===== config.mk =====
export PLATFORM = sky130hd
export DESIGN_NAME = xr_regs
export DESIGN_NICKNAME = d
export VERILOG_FILES = /design/src/source/xr_map_pkg.sv /design/src/source/xr_regs.sv
export SDC_FILE = /design/constraint.sdc
export NUM_CORES = 1
export LEC_CHECK = 0
export BUFFER_PORTS_ARGS = -buffer_cell sky130_fd_sc_hd__buf_2
export CAP_MARGIN = 5
export CELL_PAD_IN_SITES_DETAIL_PLACEMENT = 1
export CELL_PAD_IN_SITES_GLOBAL_PLACEMENT = 1
export CORE_ASPECT_RATIO = 1.2
export CORE_MARGIN = 2
export CORE_UTILIZATION = 30
export CTS_CLUSTER_SIZE = 14
export DETAILED_ROUTE_END_ITERATION = 6
export PLACE_DENSITY = 0.78
export SLEW_MARGIN = 20
export SYNTH_ARGS = -nofsm -noshare
export SYNTH_HDL_FRONTEND = slang
export SYNTH_SLANG_ARGS = --single-unit

===== constraint.sdc =====
create_clock -name clk -period 1.7 [get_ports clk]
set_input_delay 0.34 -clock clk [delete_from_list [all_inputs] [get_ports clk]]
set_output_delay 0.34 -clock clk [all_outputs]
set_load 0.005 [all_outputs]

===== src/source/xr_map_pkg.sv =====
// XR bus word and address types plus the address map, imported by the XR RTL and the testbench
`default_nettype none

package xr_map_pkg;

    // XR data word and XR address
    typedef logic [15:0] word_t;
    typedef logic [15:0] addr_t;

    // memory region bases, bits 15 to 13 pick the region
    localparam addr_t XR_COLOR_BASE = 16'hA000 - 16'h2000;
    localparam addr_t XR_TILE_BASE  = 16'hA000;

    // control register indices on the 7-bit register bus
    localparam logic [6:0] REG_CTRL       = 7'd0;
    localparam logic [6:0] REG_TILE_START = 7'd1;
    localparam logic [6:0] REG_RUN_LEN    = 7'd2;

    // REG_CTRL bit holding the fetch enable
    localparam int CTRL_FETCH_EN_BIT = 0;

    // bit 15 low means a control register access
    function automatic logic xr_is_reg(addr_t a);
        return (a[15] == 1'b0);
    endfunction

    function automatic logic xr_is_color(addr_t a);
        return (a[15:13] == XR_COLOR_BASE[15:13]);
    endfunction

    function automatic logic xr_is_tile(addr_t a);
        return (a[15:13] == XR_TILE_BASE[15:13]);
    endfunction

endpackage

`default_nettype wire


===== src/source/xr_regs.sv =====
// control register file on the XR register bus, feeding the fetch enable and run setup to video
`default_nettype none
`timescale 1ns/1ps

module xr_regs
    import xr_map_pkg::*;
(
    input  wire logic       clk,
    input  wire logic       reset_i,
    input  wire logic       xreg_wr_i,
    input  wire logic [6:0] xreg_addr_i,
    input  wire word_t      xreg_wdata_i,
    output      word_t      xreg_rdata_o,
    output      logic       fetch_en_o,
    output      word_t      tile_start_o,
    output      word_t      run_len_o
);

    logic  fetch_en_q;
    word_t tile_start_q;
    word_t run_len_q;

    always_ff @(posedge clk) begin
        if (reset_i) begin
            fetch_en_q   <= 1'b0;
            tile_start_q <= '0;
            run_len_q    <= '0;
        end else if (xreg_wr_i) begin
            case (xreg_addr_i)
                REG_CTRL:       fetch_en_q   <= xreg_wdata_i[CTRL_FETCH_EN_BIT];
                REG_TILE_START: tile_start_q <= xreg_wdata_i;
                REG_RUN_LEN:    run_len_q    <= xreg_wdata_i;
                default:        ;
            endcase
        end
    end

    // unmapped indices read as 0
    always_comb begin
        xreg_rdata_o = '0;
        case (xreg_addr_i)
            REG_CTRL:       xreg_rdata_o[CTRL_FETCH_EN_BIT] = fetch_en_q;
            REG_TILE_START: xreg_rdata_o = tile_start_q;
            REG_RUN_LEN:    xreg_rdata_o = run_len_q;
            default:        ;
        endcase
    end

    assign fetch_en_o   = fetch_en_q;
    assign tile_start_o = tile_start_q;
    assign run_len_o    = run_len_q;

endmodule

`default_nettype wire


==> implementation parameters <==
Parameter                              Value

Outcome
  Run status    finished with violations
  Failing checks    negative setup slack

Setup path
  Start-to-end type of the worst setup path    in2out
  Endpoint kind of the worst setup timing path    primary output
  Reg2Reg Depth    2
  Required @ worst endpoint    1.36 ns
  Critical Path AT    1.49 ns
  Sort of element at the start of the critical path    primary input
  Worst Path Max Fanout    6

GRT
  Total global routing overflow    0
  Largest net degree at the start of global routing    46
  Global-route usage over all layers    17.9%
  Antenna violations before repair    0
  First-pass GRT wire length    8.75 mm
  Number of global-route vias before repair    1723

Power
  Power per cell area    715 nW/um^2
  Overall power of the completed layout    0.00169 W
  Leak pwr    1.06 nW
  Worst voltage drop across the vdd grid    483 uV

CTS
  Number of hold buffers added after cts    0
  Clock slew at the register clock pins of the worst setup and hold paths    0.07 ns
  Clock Sink Count    33
  CTS tree    yes
  Buffer levels on the longest clock path    2
  Num CTS Buffers    5
  Depth of the CTS H-tree    2
  Clk Latency, worst-skew pair    0.28 ns
  CTS Root Buffer Type    sky130_fd_sc_hd__clkbuf_8

STA
  Final setup violating endpoints    16
  Final critical-path share of the clock period    108%
  Max transition margin    56.2%
  Worst Slack Setup Final    -0.130 ns
  Final min period    1.83 ns
  Smallest hold slack    0.328 ns
  Final-report hold violation count    0
  Clk_skew    0 ns
  Upper clock frequency limit    546 MHz
  Max-slew violation count    0
  Setup repair after global routing missed its margin    true
  Actual slew at the worst max-slew pin    0.657 ns

Die
  Horizontal extent of the die    72.2 um
  I/O pin count    75
  # rows    29
  CORE AREA    5330 sq um
  Vertical extent of the die    85.9 um
  Area of the die    6200 sq um
  Starting density of the core    31.4%

Final layout
  Layout cells sized above 1    39.3%
  Antenna cells    0
  Area overhead of the layout relative to synthesis    41.5%
  Net total in the final layout    305

Placed design
  DPL Wire Length    3.97 mm
  Placer's final routability congestion estimate    0.729
  Total of buffers placed on input and output ports    74
  Dpl ws    -0.183 ns

Route
  Total number of vias    1737
  Vias per cell    5.08
  DRC errors left    0
  Length of the first detailed-routing pass in iterations    4
  First-iteration detailed-routing DRC count    102
  Final routed wire length divided by cell count    15.7 um
  Detailed Route WL    5.38 mm
  Number of antenna-violating nets in the routed design    0

Synthesis
  Distinct cells, synth    22
  Total of flip-flops plus latches after synthesis    33
  Most used flip-flop cell after synthesis    sky130_fd_sc_hd__dfxtp_1
  Post-synth ARST share    0%
  Cell count after synthesis    192
  Number of enable flip-flop cells after synthesis    0
  Avg Inst Size Synth    8.73 sq um
  Netlist area before placement    1680 sq um
  Yosys warns    0
  Net count after synthesis    218
  Portion of the post-synthesis area used by sequential elements    39.4%

Run
  Max_cap viols    0

Worst hold path
  Worst hold path stage count    3
  Hold Path Class    in2reg
==> cell usage in the layout, fill, tap and decap left out, types with 4 or more instances in the layout <==
cell type and instances:
sky130_fd_sc_hd__buf_2 72, sky130_fd_sc_hd__nand2b_1 33, sky130_fd_sc_hd__dfxtp_1 33, sky130_fd_sc_hd__buf_4 19
sky130_fd_sc_hd__mux2i_1 18, sky130_fd_sc_hd__nand3_1 16, sky130_fd_sc_hd__a21oi_1 16, sky130_fd_sc_hd__a22oi_1 15
sky130_fd_sc_hd__nor2_1 15, sky130_fd_sc_hd__o21ai_1 10, sky130_fd_sc_hd__o21ai_0 6, sky130_fd_sc_hd__clkbuf_8 6
sky130_fd_sc_hd__buf_6 4
==> cell usage after synthesis, drive strengths merged (2+ instances only) <==
| library cell | n | area share [%] |
|---|---|---|
| nand2b | 33 | 12 |
| or4b | 2 | 1.2 |
| clkbuf | 7 | 1.6 |
| nor2 | 17 | 3.8 |
| nor2b | 2 | 0.75 |
| buf | 9 | 3.2 |
| a21oi | 16 | 4.8 |
| a22oi | 15 | 6.7 |
| mux2i | 18 | 11 |
| nand3 | 17 | 5.4 |
| dfxtp | 33 | 39 |
| o21ai | 16 | 4.8 |
| nor4b | 2 | 2.8 |
==> per-stage QoR <==
stage                     cell area [sq um]  util [%]  cells  TNS, ns
after global placement                 2210      41.4    332    -2.08
after CTS                              2370      44.5    342    -1.80
after detailed placement               2210      41.4    332    -2.57
after floorplan                        1680         -    192        0
final                                  2370      44.5    342    -1.72
after global routing                   2370      44.5    342    -2.55
==> layer usage <==
layer | up-vias | routed length, um | GRT usage (%) | share of wire [%]
met1 | 832 | 2360 | 22.2 | 44
met2 | 46 | 2730 | 30.9 | 51
li1 | 854 | - | - | -
met3 | 5 | 224 | 3.29 | 4.2
met4 | 0 | 57 | 5.66 | 1.1
met5 | - | 0 | 0 | 0
==> cell type report <==
type / count / area, sq um
fill: 653 / 2960
multi-input combinational: 143 / 948
sequential: 33 / 661
timing repair buffer: 96 / 568
clock buffer: 7 / 86.3
tap: 62 / 77.6
clock inverter: 1 / 30.0
==> where the power goes <==
group	switching (W)	internal [W]	leakage (nW)
Clock	0.000277	0.000478	0.0585
Combinational	0.0000862	0.0000783	0.731
Sequential	0.00000139	0.000775	0.266
Total	0.000364	0.00133	1.06
==> kinds of logic (layout without fill, tap and decap cells) <==
| kind of cell | count (synthesis) | in the layout | synth area share [%] |
|---|---|---|---|
| buffers and inverters | 16 | 104 | 4.78 |
| muxes | 18 | 18 | 10.8 |
| AOI/OAI and AO/OA | 48 | 48 | 16.8 |
| DFF | 33 | 33 | 39.4 |
| and+or+nand+nor | 77 | 77 | 28.2 |
==> repair_timing <==
item                       CTS  global route
pin swaps                    0             0
setup endpoints to repair   16            16
buffers inserted             2             0
resized for setup            8             0
==> path summary, 6_finish.rpt <==
path,from,end,slack (ns)
max,xreg_addr_i[5],xreg_rdata_o[8],-0.13
min reg2reg,tile_start_o[1],tile_start_o[1],0.49
min,xreg_wdata_i[13],run_len_o[13],0.33
max reg2reg,run_len_o[3],run_len_o[3],1.04
==> critical path, stage by stage <==
cell and delay (ns):
sky130_fd_sc_hd__buf_6 0.09, sky130_fd_sc_hd__or2_1 0.23, sky130_fd_sc_hd__or4_4 0.43, sky130_fd_sc_hd__buf_6 0.16
sky130_fd_sc_hd__nor2_2 0.11, sky130_fd_sc_hd__buf_2 0.12
==> state kept, by name (all words and copies together) (netlist names) <==
signal	flops
tile_start_o	16
fetch_en_o	1
run_len_o	16
Note: power is estimated with default switching activity, not from simulation.
