## src/source/xr_map_pkg.sv

```systemverilog
// XR bus word and address types plus the address map, imported by the XR RTL and the testbench
`default_nettype none

package xr_map_pkg;

    // XR data word and XR address
    typedef logic [15:0] word_t;
    typedef logic [15:0] addr_t;

    // memory region bases, bits 15 to 13 pick the region
    localparam addr_t XR_COLOR_BASE = 16'hA000 - 16'h2000;
    localparam addr_t XR_TILE_BASE  = 16'hA000;

    // control register indices on the 7-bit register bus
    localparam logic [6:0] REG_CTRL       = 7'd0;
    localparam logic [6:0] REG_TILE_START = 7'd1;
    localparam logic [6:0] REG_RUN_LEN    = 7'd2;

    // REG_CTRL bit holding the fetch enable
    localparam int CTRL_FETCH_EN_BIT = 0;

    // bit 15 low means a control register access
    function automatic logic xr_is_reg(addr_t a);
        return (a[15] == 1'b0);
    endfunction

    function automatic logic xr_is_color(addr_t a);
        return (a[15:13] == XR_COLOR_BASE[15:13]);
    endfunction

    function automatic logic xr_is_tile(addr_t a);
        return (a[15:13] == XR_TILE_BASE[15:13]);
    endfunction

endpackage

`default_nettype wire

```

## src/source/vid_pkg.sv

```systemverilog
// pixel color type and default video memory sizes, imported by the video datapath and top level
`default_nettype none

package vid_pkg;

    // one 16-bit color entry, 4 bits per channel
    typedef struct packed {
        logic [3:0] a;
        logic [3:0] r;
        logic [3:0] g;
        logic [3:0] b;
    } argb_t;

    // default address widths of the color and tile memories
    localparam int DEF_COLOR_AW = 8;
    localparam int DEF_TILE_AW  = 10;

endpackage

`default_nettype wire

```

## src/source/vid_fetch.sv

```systemverilog
// video fetch unit, reads tile words then their colors and streams pixels over valid/ready
`default_nettype none
`timescale 1ns/1ps

module vid_fetch
    import xr_map_pkg::*;
    import vid_pkg::*;
#(
    parameter int COLOR_AW = DEF_COLOR_AW,
    parameter int TILE_AW  = DEF_TILE_AW
) (
    input  wire logic                clk,
    input  wire logic                reset_i,
    input  wire logic                fetch_en_i,
    input  wire word_t               tile_start_i,
    input  wire word_t               run_len_i,
    output      logic                tile_rd_o,
    output      logic [TILE_AW-1:0]  tile_addr_o,
    input  wire word_t               tile_data_i,
    output      logic                color_rd_o,
    output      logic [COLOR_AW-1:0] color_addr_o,
    input  wire argb_t               color_data_i,
    output      logic                pix_valid_o,
    input  wire logic                pix_ready_i,
    output      argb_t               pix_data_o
);

    word_t      run_pos;
    word_t      run_last;
    word_t      tile_idx;
    logic       issue;
    logic       s1_valid;
    logic       s2_valid;
    logic [2:0] in_use;
    logic [1:0] skid_cnt;
    logic       wr_ptr;
    logic       rd_ptr;
    logic       push;
    logic       pop;
    argb_t      skid_q [2];

    // a run length of 0 behaves as 1
    assign run_last = (run_len_i == '0) ? '0 : run_len_i - 16'd1;
    assign tile_idx = tile_start_i + run_pos;

    // credit check, pixels in flight plus buffered must stay within the two skid entries
    assign in_use = 3'(s1_valid) + 3'(s2_valid) + 3'(skid_cnt);
    assign issue  = fetch_en_i & (in_use < 3'd2);

    assign tile_rd_o    = issue;
    assign tile_addr_o  = tile_idx[TILE_AW-1:0];
    assign color_rd_o   = s1_valid;
    assign color_addr_o = tile_data_i[COLOR_AW-1:0];

    assign push        = s2_valid;
    assign pop         = pix_valid_o & pix_ready_i;
    assign pix_valid_o = (skid_cnt != 2'd0);
    assign pix_data_o  = skid_q[rd_ptr];

    // run position restarts whenever the enable is low
    always_ff @(posedge clk) begin
        if (reset_i) begin
            run_pos <= '0;
        end else if (!fetch_en_i) begin
            run_pos <= '0;
        end else if (issue) begin
            run_pos <= (run_pos >= run_last) ? '0 : run_pos + 16'd1;
        end
    end

    // s1 marks tile data arriving, s2 marks color data arriving
    always_ff @(posedge clk) begin
        if (reset_i) begin
            s1_valid <= 1'b0;
            s2_valid <= 1'b0;
        end else begin
            s1_valid <= issue;
            s2_valid <= s1_valid;
        end
    end

    always_ff @(posedge clk) begin
        if (reset_i) begin
            skid_cnt <= 2'd0;
            wr_ptr   <= 1'b0;
            rd_ptr   <= 1'b0;
        end else begin
            if (push) begin
                wr_ptr <= ~wr_ptr;
            end
            if (pop) begin
                rd_ptr <= ~rd_ptr;
            end
            case ({push, pop})
                2'b10:   skid_cnt <= skid_cnt + 2'd1;
                2'b01:   skid_cnt <= skid_cnt - 2'd1;
                default: ;
            endcase
        end
    end

    // a push never lands on the head entry, so the output stays put while stalled
    always_ff @(posedge clk) begin
        if (push) begin
            skid_q[wr_ptr] <= color_data_i;
        end
    end

endmodule

`default_nettype wire

```

## config.mk

```make
export PLATFORM = sky130hd
export DESIGN_NAME = vid_fetch
export DESIGN_NICKNAME = d
export VERILOG_FILES = /design/src/source/xr_map_pkg.sv /design/src/source/vid_pkg.sv /design/src/source/vid_fetch.sv
export SDC_FILE = /design/constraint.sdc
export NUM_CORES = 1
export LEC_CHECK = 0
export BUFFER_PORTS_ARGS = -buffer_cell sky130_fd_sc_hd__buf_4
export CORE_MARGIN = 3
export CORE_UTILIZATION = 30
export CTS_BUF_LIST = sky130_fd_sc_hd__clkbuf_4
export CTS_CLUSTER_DIAMETER = 100
export DETAILED_ROUTE_END_ITERATION = 8
export SLEW_MARGIN = 15
export SYNTH_ARGS = -nofsm -noshare
export SYNTH_HDL_FRONTEND = slang
export SYNTH_SLANG_ARGS = --single-unit
```

## constraint.sdc

```tcl
create_clock -name clk -period 3.6 [get_ports clk]
set_input_delay 0.72 -clock clk [delete_from_list [all_inputs] [get_ports clk]]
set_output_delay 0.72 -clock clk [all_outputs]
set_load 0.02 [all_outputs]
```

==> results of run 1 <==
-- per-stage QoR --
stage | hold slack, ns | std cells
after floorplan | 0.4777 | 325
after global routing | 0.4826 | 531
after CTS | 0.4972 | 531
final | 0.5008 | 531
after global placement | 0.4773 | 523
after detailed placement | 0.4837 | 523
-- cell type report --
cell class              instances  area share [%]
repair buffers                 77           14.26
well taps                     136           4.198
clock inverters                 3          0.4938
inverters                      14           1.296
clock buffers                   5          0.9259
multi-input cells             241           43.77
flip-flops and latches         55           35.06
-- layer usage --
metal | routed length, um | up-vias
met1 | 3300 | 1128
met5 | 0 | -
met3 | 446 | 8
li1 | - | 1289
met4 | 74 | 0
met2 | 3021 | 83
-- flip-flops by register name, indices dropped and copies added, names as in the netlist, named ones only --
name and cells:
run_pos 16, skid_cnt 2, rd_ptr 1, color_rd_o 1
wr_ptr 1, skid_q 32, push 1
-- cells in the final DEF (no fill, tap or decap), types with 4 or more instances in the layout --
| cell type | Yosys | final |
|---|---|---|
| dfxtp_1 | 23 | 23 |
| xor2_1 | 14 | 14 |
| buf_4 | 8 | 77 |
| inv_1 | 14 | 14 |
| clkbuf_4 | 0 | 5 |
| o21ai_0 | 7 | 7 |
| a21oi_1 | 30 | 30 |
| nand3_1 | 5 | 5 |
| edfxtp_1 | 32 | 32 |
| nor2_1 | 22 | 22 |
| nand2_1 | 36 | 36 |
| nand4_1 | 4 | 4 |
| xnor2_1 | 23 | 23 |
| nand2b_1 | 4 | 4 |
| ha_1 | 30 | 30 |
| mux2_2 | 16 | 16 |
| nand3b_1 | 4 | 4 |
| nor3_1 | 5 | 5 |
-- worst min-delay path by stage --
| stage | start | endpoint | cells after the start |
|---|---|---|---|
| after floorplan | skid_cnt[1] | skid_cnt[1] | 2 |
| after global placement | color_rd_o | push | 1 |
| after detailed placement | color_rd_o | push | 1 |
| after CTS | color_data_i[9] | skid_q[0][9] | 1 |
| after global routing | color_data_i[9] | skid_q[0][9] | 1 |
| final | color_rd_o | push | 1 |
-- kinds of logic after synthesis --
kind of cell / after synthesis / synth area share [%]
flops: 55 / 42.59
simple gates: 106 / 17.36
mux: 16 / 5.399
fa+ha+maj: 31 / 11.85
xor+xnor: 37 / 9.711
buf+inv: 29 / 4.237
compound gates: 51 / 8.849
-- power by group --
part / switching [uW] / internal, uW / total, uW
Combinational: 170 / 169 / 340
Clock: 189 / 75.5 / 264
Sequential: 27.2 / 690 / 718
-- critical path, cell delays in order (launching register included) --
cell       delay (ns)
dfxtp_1          0.41
ha_1             0.19
inv_1            0.05
fa_1             0.40
nor2b_1          0.13
o21a_1           0.15
o21ai_1          0.10
a211o_1          0.31
o2111ai_1        0.10
buf_4            0.17
==> results_dict.tcl, run 1 <==
set metrics [dict create \
    outcome "complete, no violations" \
    maxCapViolCount 0 \
    register_area_um2 1421 \
    holdBufCountCts 0 \
    synth_most_common_cell "nand2_1" \
    cts.reportedPaths.clkPinSlew_ns 0.16 \
    top_usage_layer "met2" \
    syn-num-nets 424 \
    fin_worst_skew_ns 0.01644 \
    synth_edf_count 32 \
    fin_crit_ns 3.107 \
    io_buffers 74 \
    antenna_left 0 \
    synthFlopType "edfxtp_1" \
    use_met2_pct 18.42 \
    setup_tns_ns 0 \
    use_met1_pct 15.49 \
    cts_resized 0 \
    crit_end "tile_addr_o[6]" \
    drive_gt1_share_pct 26.84 \
    cts_root_buffer "clkbuf_4" \
    slew_headroom_pct 49.38 \
    nNetsFinal 493 \
    ff2ff_path_depth 6 \
    ys_seq_area_share_pct 42.59 \
    cts_tree "yes" \
    reg2reg_to "run_pos[15]" \
    clk_latency_ns 0.37 \
    placed_area_um2 3996 \
    drt_iter0_markers 101 \
    multi_input_area_um2 1774 \
    drt-total-wl_um 6843 \
    cts.sinks 55 \
    areaGrowthSynthToFinish_pct 21.48 \
    worstSetupPathType "flip-flop to output port" \
    drc 0 \
    ys_top_cells_by_count "nand2_1, edfxtp_1, a21oi_1, ha_1" \
    layout_setup_ws_ns 0.4927 \
    overflow 0 \
    synth_top_area_cell "edfxtp_1" \
    postCtsSetupRepairBufs 0 \
    post-dp-hpwl_um 5349 \
    async_flop_share_pct 0 \
    worst_ep_required_time_ns 2.88 \
    cts_buffer_depth 2 \
    rows 37 \
    synth.area.top_cells "edfxtp_1, dfxtp_1, ha_1" \
    antenna_found_initial 0 \
    num_antenna_cells 0 \
    place_congestion 0.8441 \
    die_area_um2 12420 \
    max_slew.worst_pin.slew_ns 0.7593 \
    synth_seq_cells 55 \
    syn_area_um2 3337 \
    grt_max_degree 18 \
    io_pins 105 \
    die_height_um 111.5 \
    fin_crit_sh_pct 86.32 \
    numCtsBuffers 5 \
    setup_viol 0 \
    maxSlewViolCount 0 \
    rsz0062_at_grt "no" \
    final_area_um2 4054 \
    fp.dieW_um 111.5 \
    met3_usage_pct 2.446 \
    yosys.area.top_type_share_pct 28.80 \
    h-tree-depth 2 \
    pre_cts_ws_ns 0.06308 \
    dr.pass1.iters 4 \
    n_fill_cell 1084 \
    cp.arrival_ns 2.39 \
    r2r_start "skid_cnt[0]" \
    crit_path_end_kind "output port" \
    synth.avg_cell_area_um2 10.27 \
    drt-vias-per-instance 4.723 \
    p_leak_uw 0.001619 \
    synth.distinct_cells 45 \
    max_freq_ghz 0.3218 \
    peakVddDrop_mv 0.1767 \
    start_kind "flip-flop" \
    cp-startpoint "run_pos[0]" \
    holdCritPathClass "flip-flop to flip-flop" \
    ys.warnings.count 0 \
    final_util_pct 38.41 \
    p_per_area_nw_per_um2 326.0 \
    initial_utilization_pct 31.61 \
    regToRegSetupSlack_ns 1.73 \
    vias 2508 \
    grt_pass1_wl_um 11870 \
    crit_fanout 4 \
    core_area_um2 10560 \
    grt_pass1_vias 2522 \
    grt.total_usage_pct 11.37 \
    totalPowerFinal_uw 1322 \
    hold_violations 0 \
    post_drt_wl_per_cell_um 12.89 \
    synth_cells 325 \
]
Note: power is estimated with default switching activity, not from simulation.
==> run 2: changes to the inputs <==
--- a/config.mk
+++ b/config.mk
@@ -5,7 +5,7 @@
 export SDC_FILE = /design/constraint.sdc
 export NUM_CORES = 1
 export LEC_CHECK = 0
-export BUFFER_PORTS_ARGS = -buffer_cell sky130_fd_sc_hd__buf_4
+export BUFFER_PORTS_ARGS = -buffer_cell sky130_fd_sc_hd__buf_2
 export CORE_MARGIN = 3
 export CORE_UTILIZATION = 30
 export CTS_BUF_LIST = sky130_fd_sc_hd__clkbuf_4
==> results_dict.tcl, run 2 (synthesis gave the netlist of run 1 again) <==
set metrics [dict create \
    outcome "complete, no violations" \
    drt-total-wl_um 6777 \
    numCtsBuffers 5 \
    cts.sinks 55 \
    layout_commonest_cell "buf_2" \
    drive_gt1_share_pct 26.58 \
    initial_utilization_pct 31.61 \
    wl_met1_um 3350 \
    final_cell_mix "buf_2, nand2_1, edfxtp_1, a21oi_1, ha_1" \
    max_slew.worst_pin.slew_ns 0.7260 \
    cts_tree "yes" \
    drt_iter0_markers 119 \
    grt_pass1_wl_um 11620 \
    hp-start "color_rd_o" \
    holdPathStages 1 \
    cts_buffer_depth 2 \
    drt-vias-per-instance 4.710 \
    rsz0062_at_grt "no" \
    maxSlewViolCount 0 \
    ff2ff_path_depth 6 \
    max_freq_ghz 0.3200 \
    overflow 0 \
    h-tree-depth 2 \
    slew_headroom_pct 51.53 \
    grt.total_usage_pct 11.01 \
    regToRegSetupSlack_ns 1.71 \
    cp.arrival_ns 2.40 \
    top_layer "met4" \
    crit_path_end_kind "output port" \
    antenna_found_initial 0 \
    postCtsSetupRepairBufs 0 \
    core_area_um2 10560 \
    fin_worst_skew_ns 0.006862 \
    io_buffers 74 \
    wl_met2_um 2937 \
    nNetsFinal 493 \
    antenna_left 0 \
    dr.pass1.iters 4 \
    start_kind "flip-flop" \
    fin_crit_ns 3.125 \
    grt_max_degree 17 \
    worst_ep_required_time_ns 2.88 \
    holdBufCountCts 0 \
    regMostFlops "skid_q" \
    cts.reportedPaths.clkPinSlew_ns 0.15 \
    crit_fanout 6 \
    p_leak_uw 0.001553 \
    worstSetupPathType "flip-flop to output port" \
    setup_tns_ns 0 \
    totalPowerFinal_uw 1276 \
    cts_resized 0 \
    num_antenna_cells 0 \
    wl_met3_um 414 \
    post_drt_wl_per_cell_um 12.76 \
    holdCritPathClass "flip-flop to flip-flop" \
    clk_latency_ns 0.36 \
    maxCapViolCount 0 \
    areaGrowthSynthToFinish_pct 15.79 \
    drc 0 \
    rows 37 \
    setup_viol 0 \
    cts_root_buffer "clkbuf_4" \
    peakVddDrop_mv 0.1695 \
    p_per_area_nw_per_um2 330.3 \
    hold_violations 0 \
    fp.dieW_um 111.5 \
    die_height_um 111.5 \
    n_fill_cell 1109 \
    hold_end "push" \
    die_area_um2 12420 \
    r2r_start "skid_cnt[0]" \
    reg2reg_to "run_pos[15]" \
    vias 2501 \
    largestRegisters "skid_q x32, run_pos x16, skid_cnt x2" \
    place_congestion 0.8263 \
    largest_reg_flops 32 \
    fin_crit_sh_pct 86.79 \
    io_pins 105 \
    post-dp-hpwl_um 5420 \
    grt_pass1_vias 2523 \
]
run 2: cell type report:
type,count,area [um^2],area share [%]
multi-input combinational,241,1774,45.92
inverter,14,52.55,1.360
sequential,55,1421,36.79
timing repair buffer,77,392.9,10.17
clock buffer,5,37.54,0.9715
clock inverter,3,15.01,0.3886
tap,136,170.2,4.404
run 2: worst max-delay path by stage:
stage,slack (ns),to,start,cells after the start
finish,0.48,tile_addr_o[9],run_pos[5],7
global placement,0.15,run_pos[0],run_len_i[11],12
global route,0.28,tile_addr_o[6],run_pos[0],9
floorplan,0.31,run_pos[0],run_len_i[5],12
detailed placement,0.11,run_pos[5],run_len_i[11],12
CTS,0.45,tile_addr_o[6],run_pos[0],9
run 2: where the power goes:
| group | total [uW] | switching [uW] | internal (uW) |
|---|---|---|---|
| clock | 259 | 186 | 72.2 |
| sequential | 718 | 28.0 | 690 |
| combinational | 299 | 167 | 133 |
run 2: per-layer routing:
metal / vias up / track usage (%)
li1: 1289 / -
met1: 1126 / 15.20
met2: 76 / 17.45
met3: 10 / 2.663
met4: 0 / 2.676
met5: - / 0
run 2: critical path, stage by stage (launching register included):
cell and delay [ns]:
dfxtp_1 0.52, ha_1 0.31, or3_1 0.37, o41a_1 0.14
a31o_1 0.21, a21oi_1 0.17, xnor2_1 0.13, buf_2 0.18
run 2: per-stage QoR:
stage | util [%] | cell area [um^2] | setup WS (ns) | hold slack, ns | std cells
floorplan | - | 3337 | 0.3075 | 0.4777 | 325
global placement | 36.11 | 3811 | 0.1496 | 0.4728 | 523
detailed placement | 36.11 | 3811 | 0.1127 | 0.4876 | 523
CTS | 36.61 | 3864 | 0.4495 | 0.5063 | 531
global route | 36.61 | 3864 | 0.2761 | 0.4943 | 531
finish | 36.61 | 3864 | 0.4754 | 0.5090 | 531
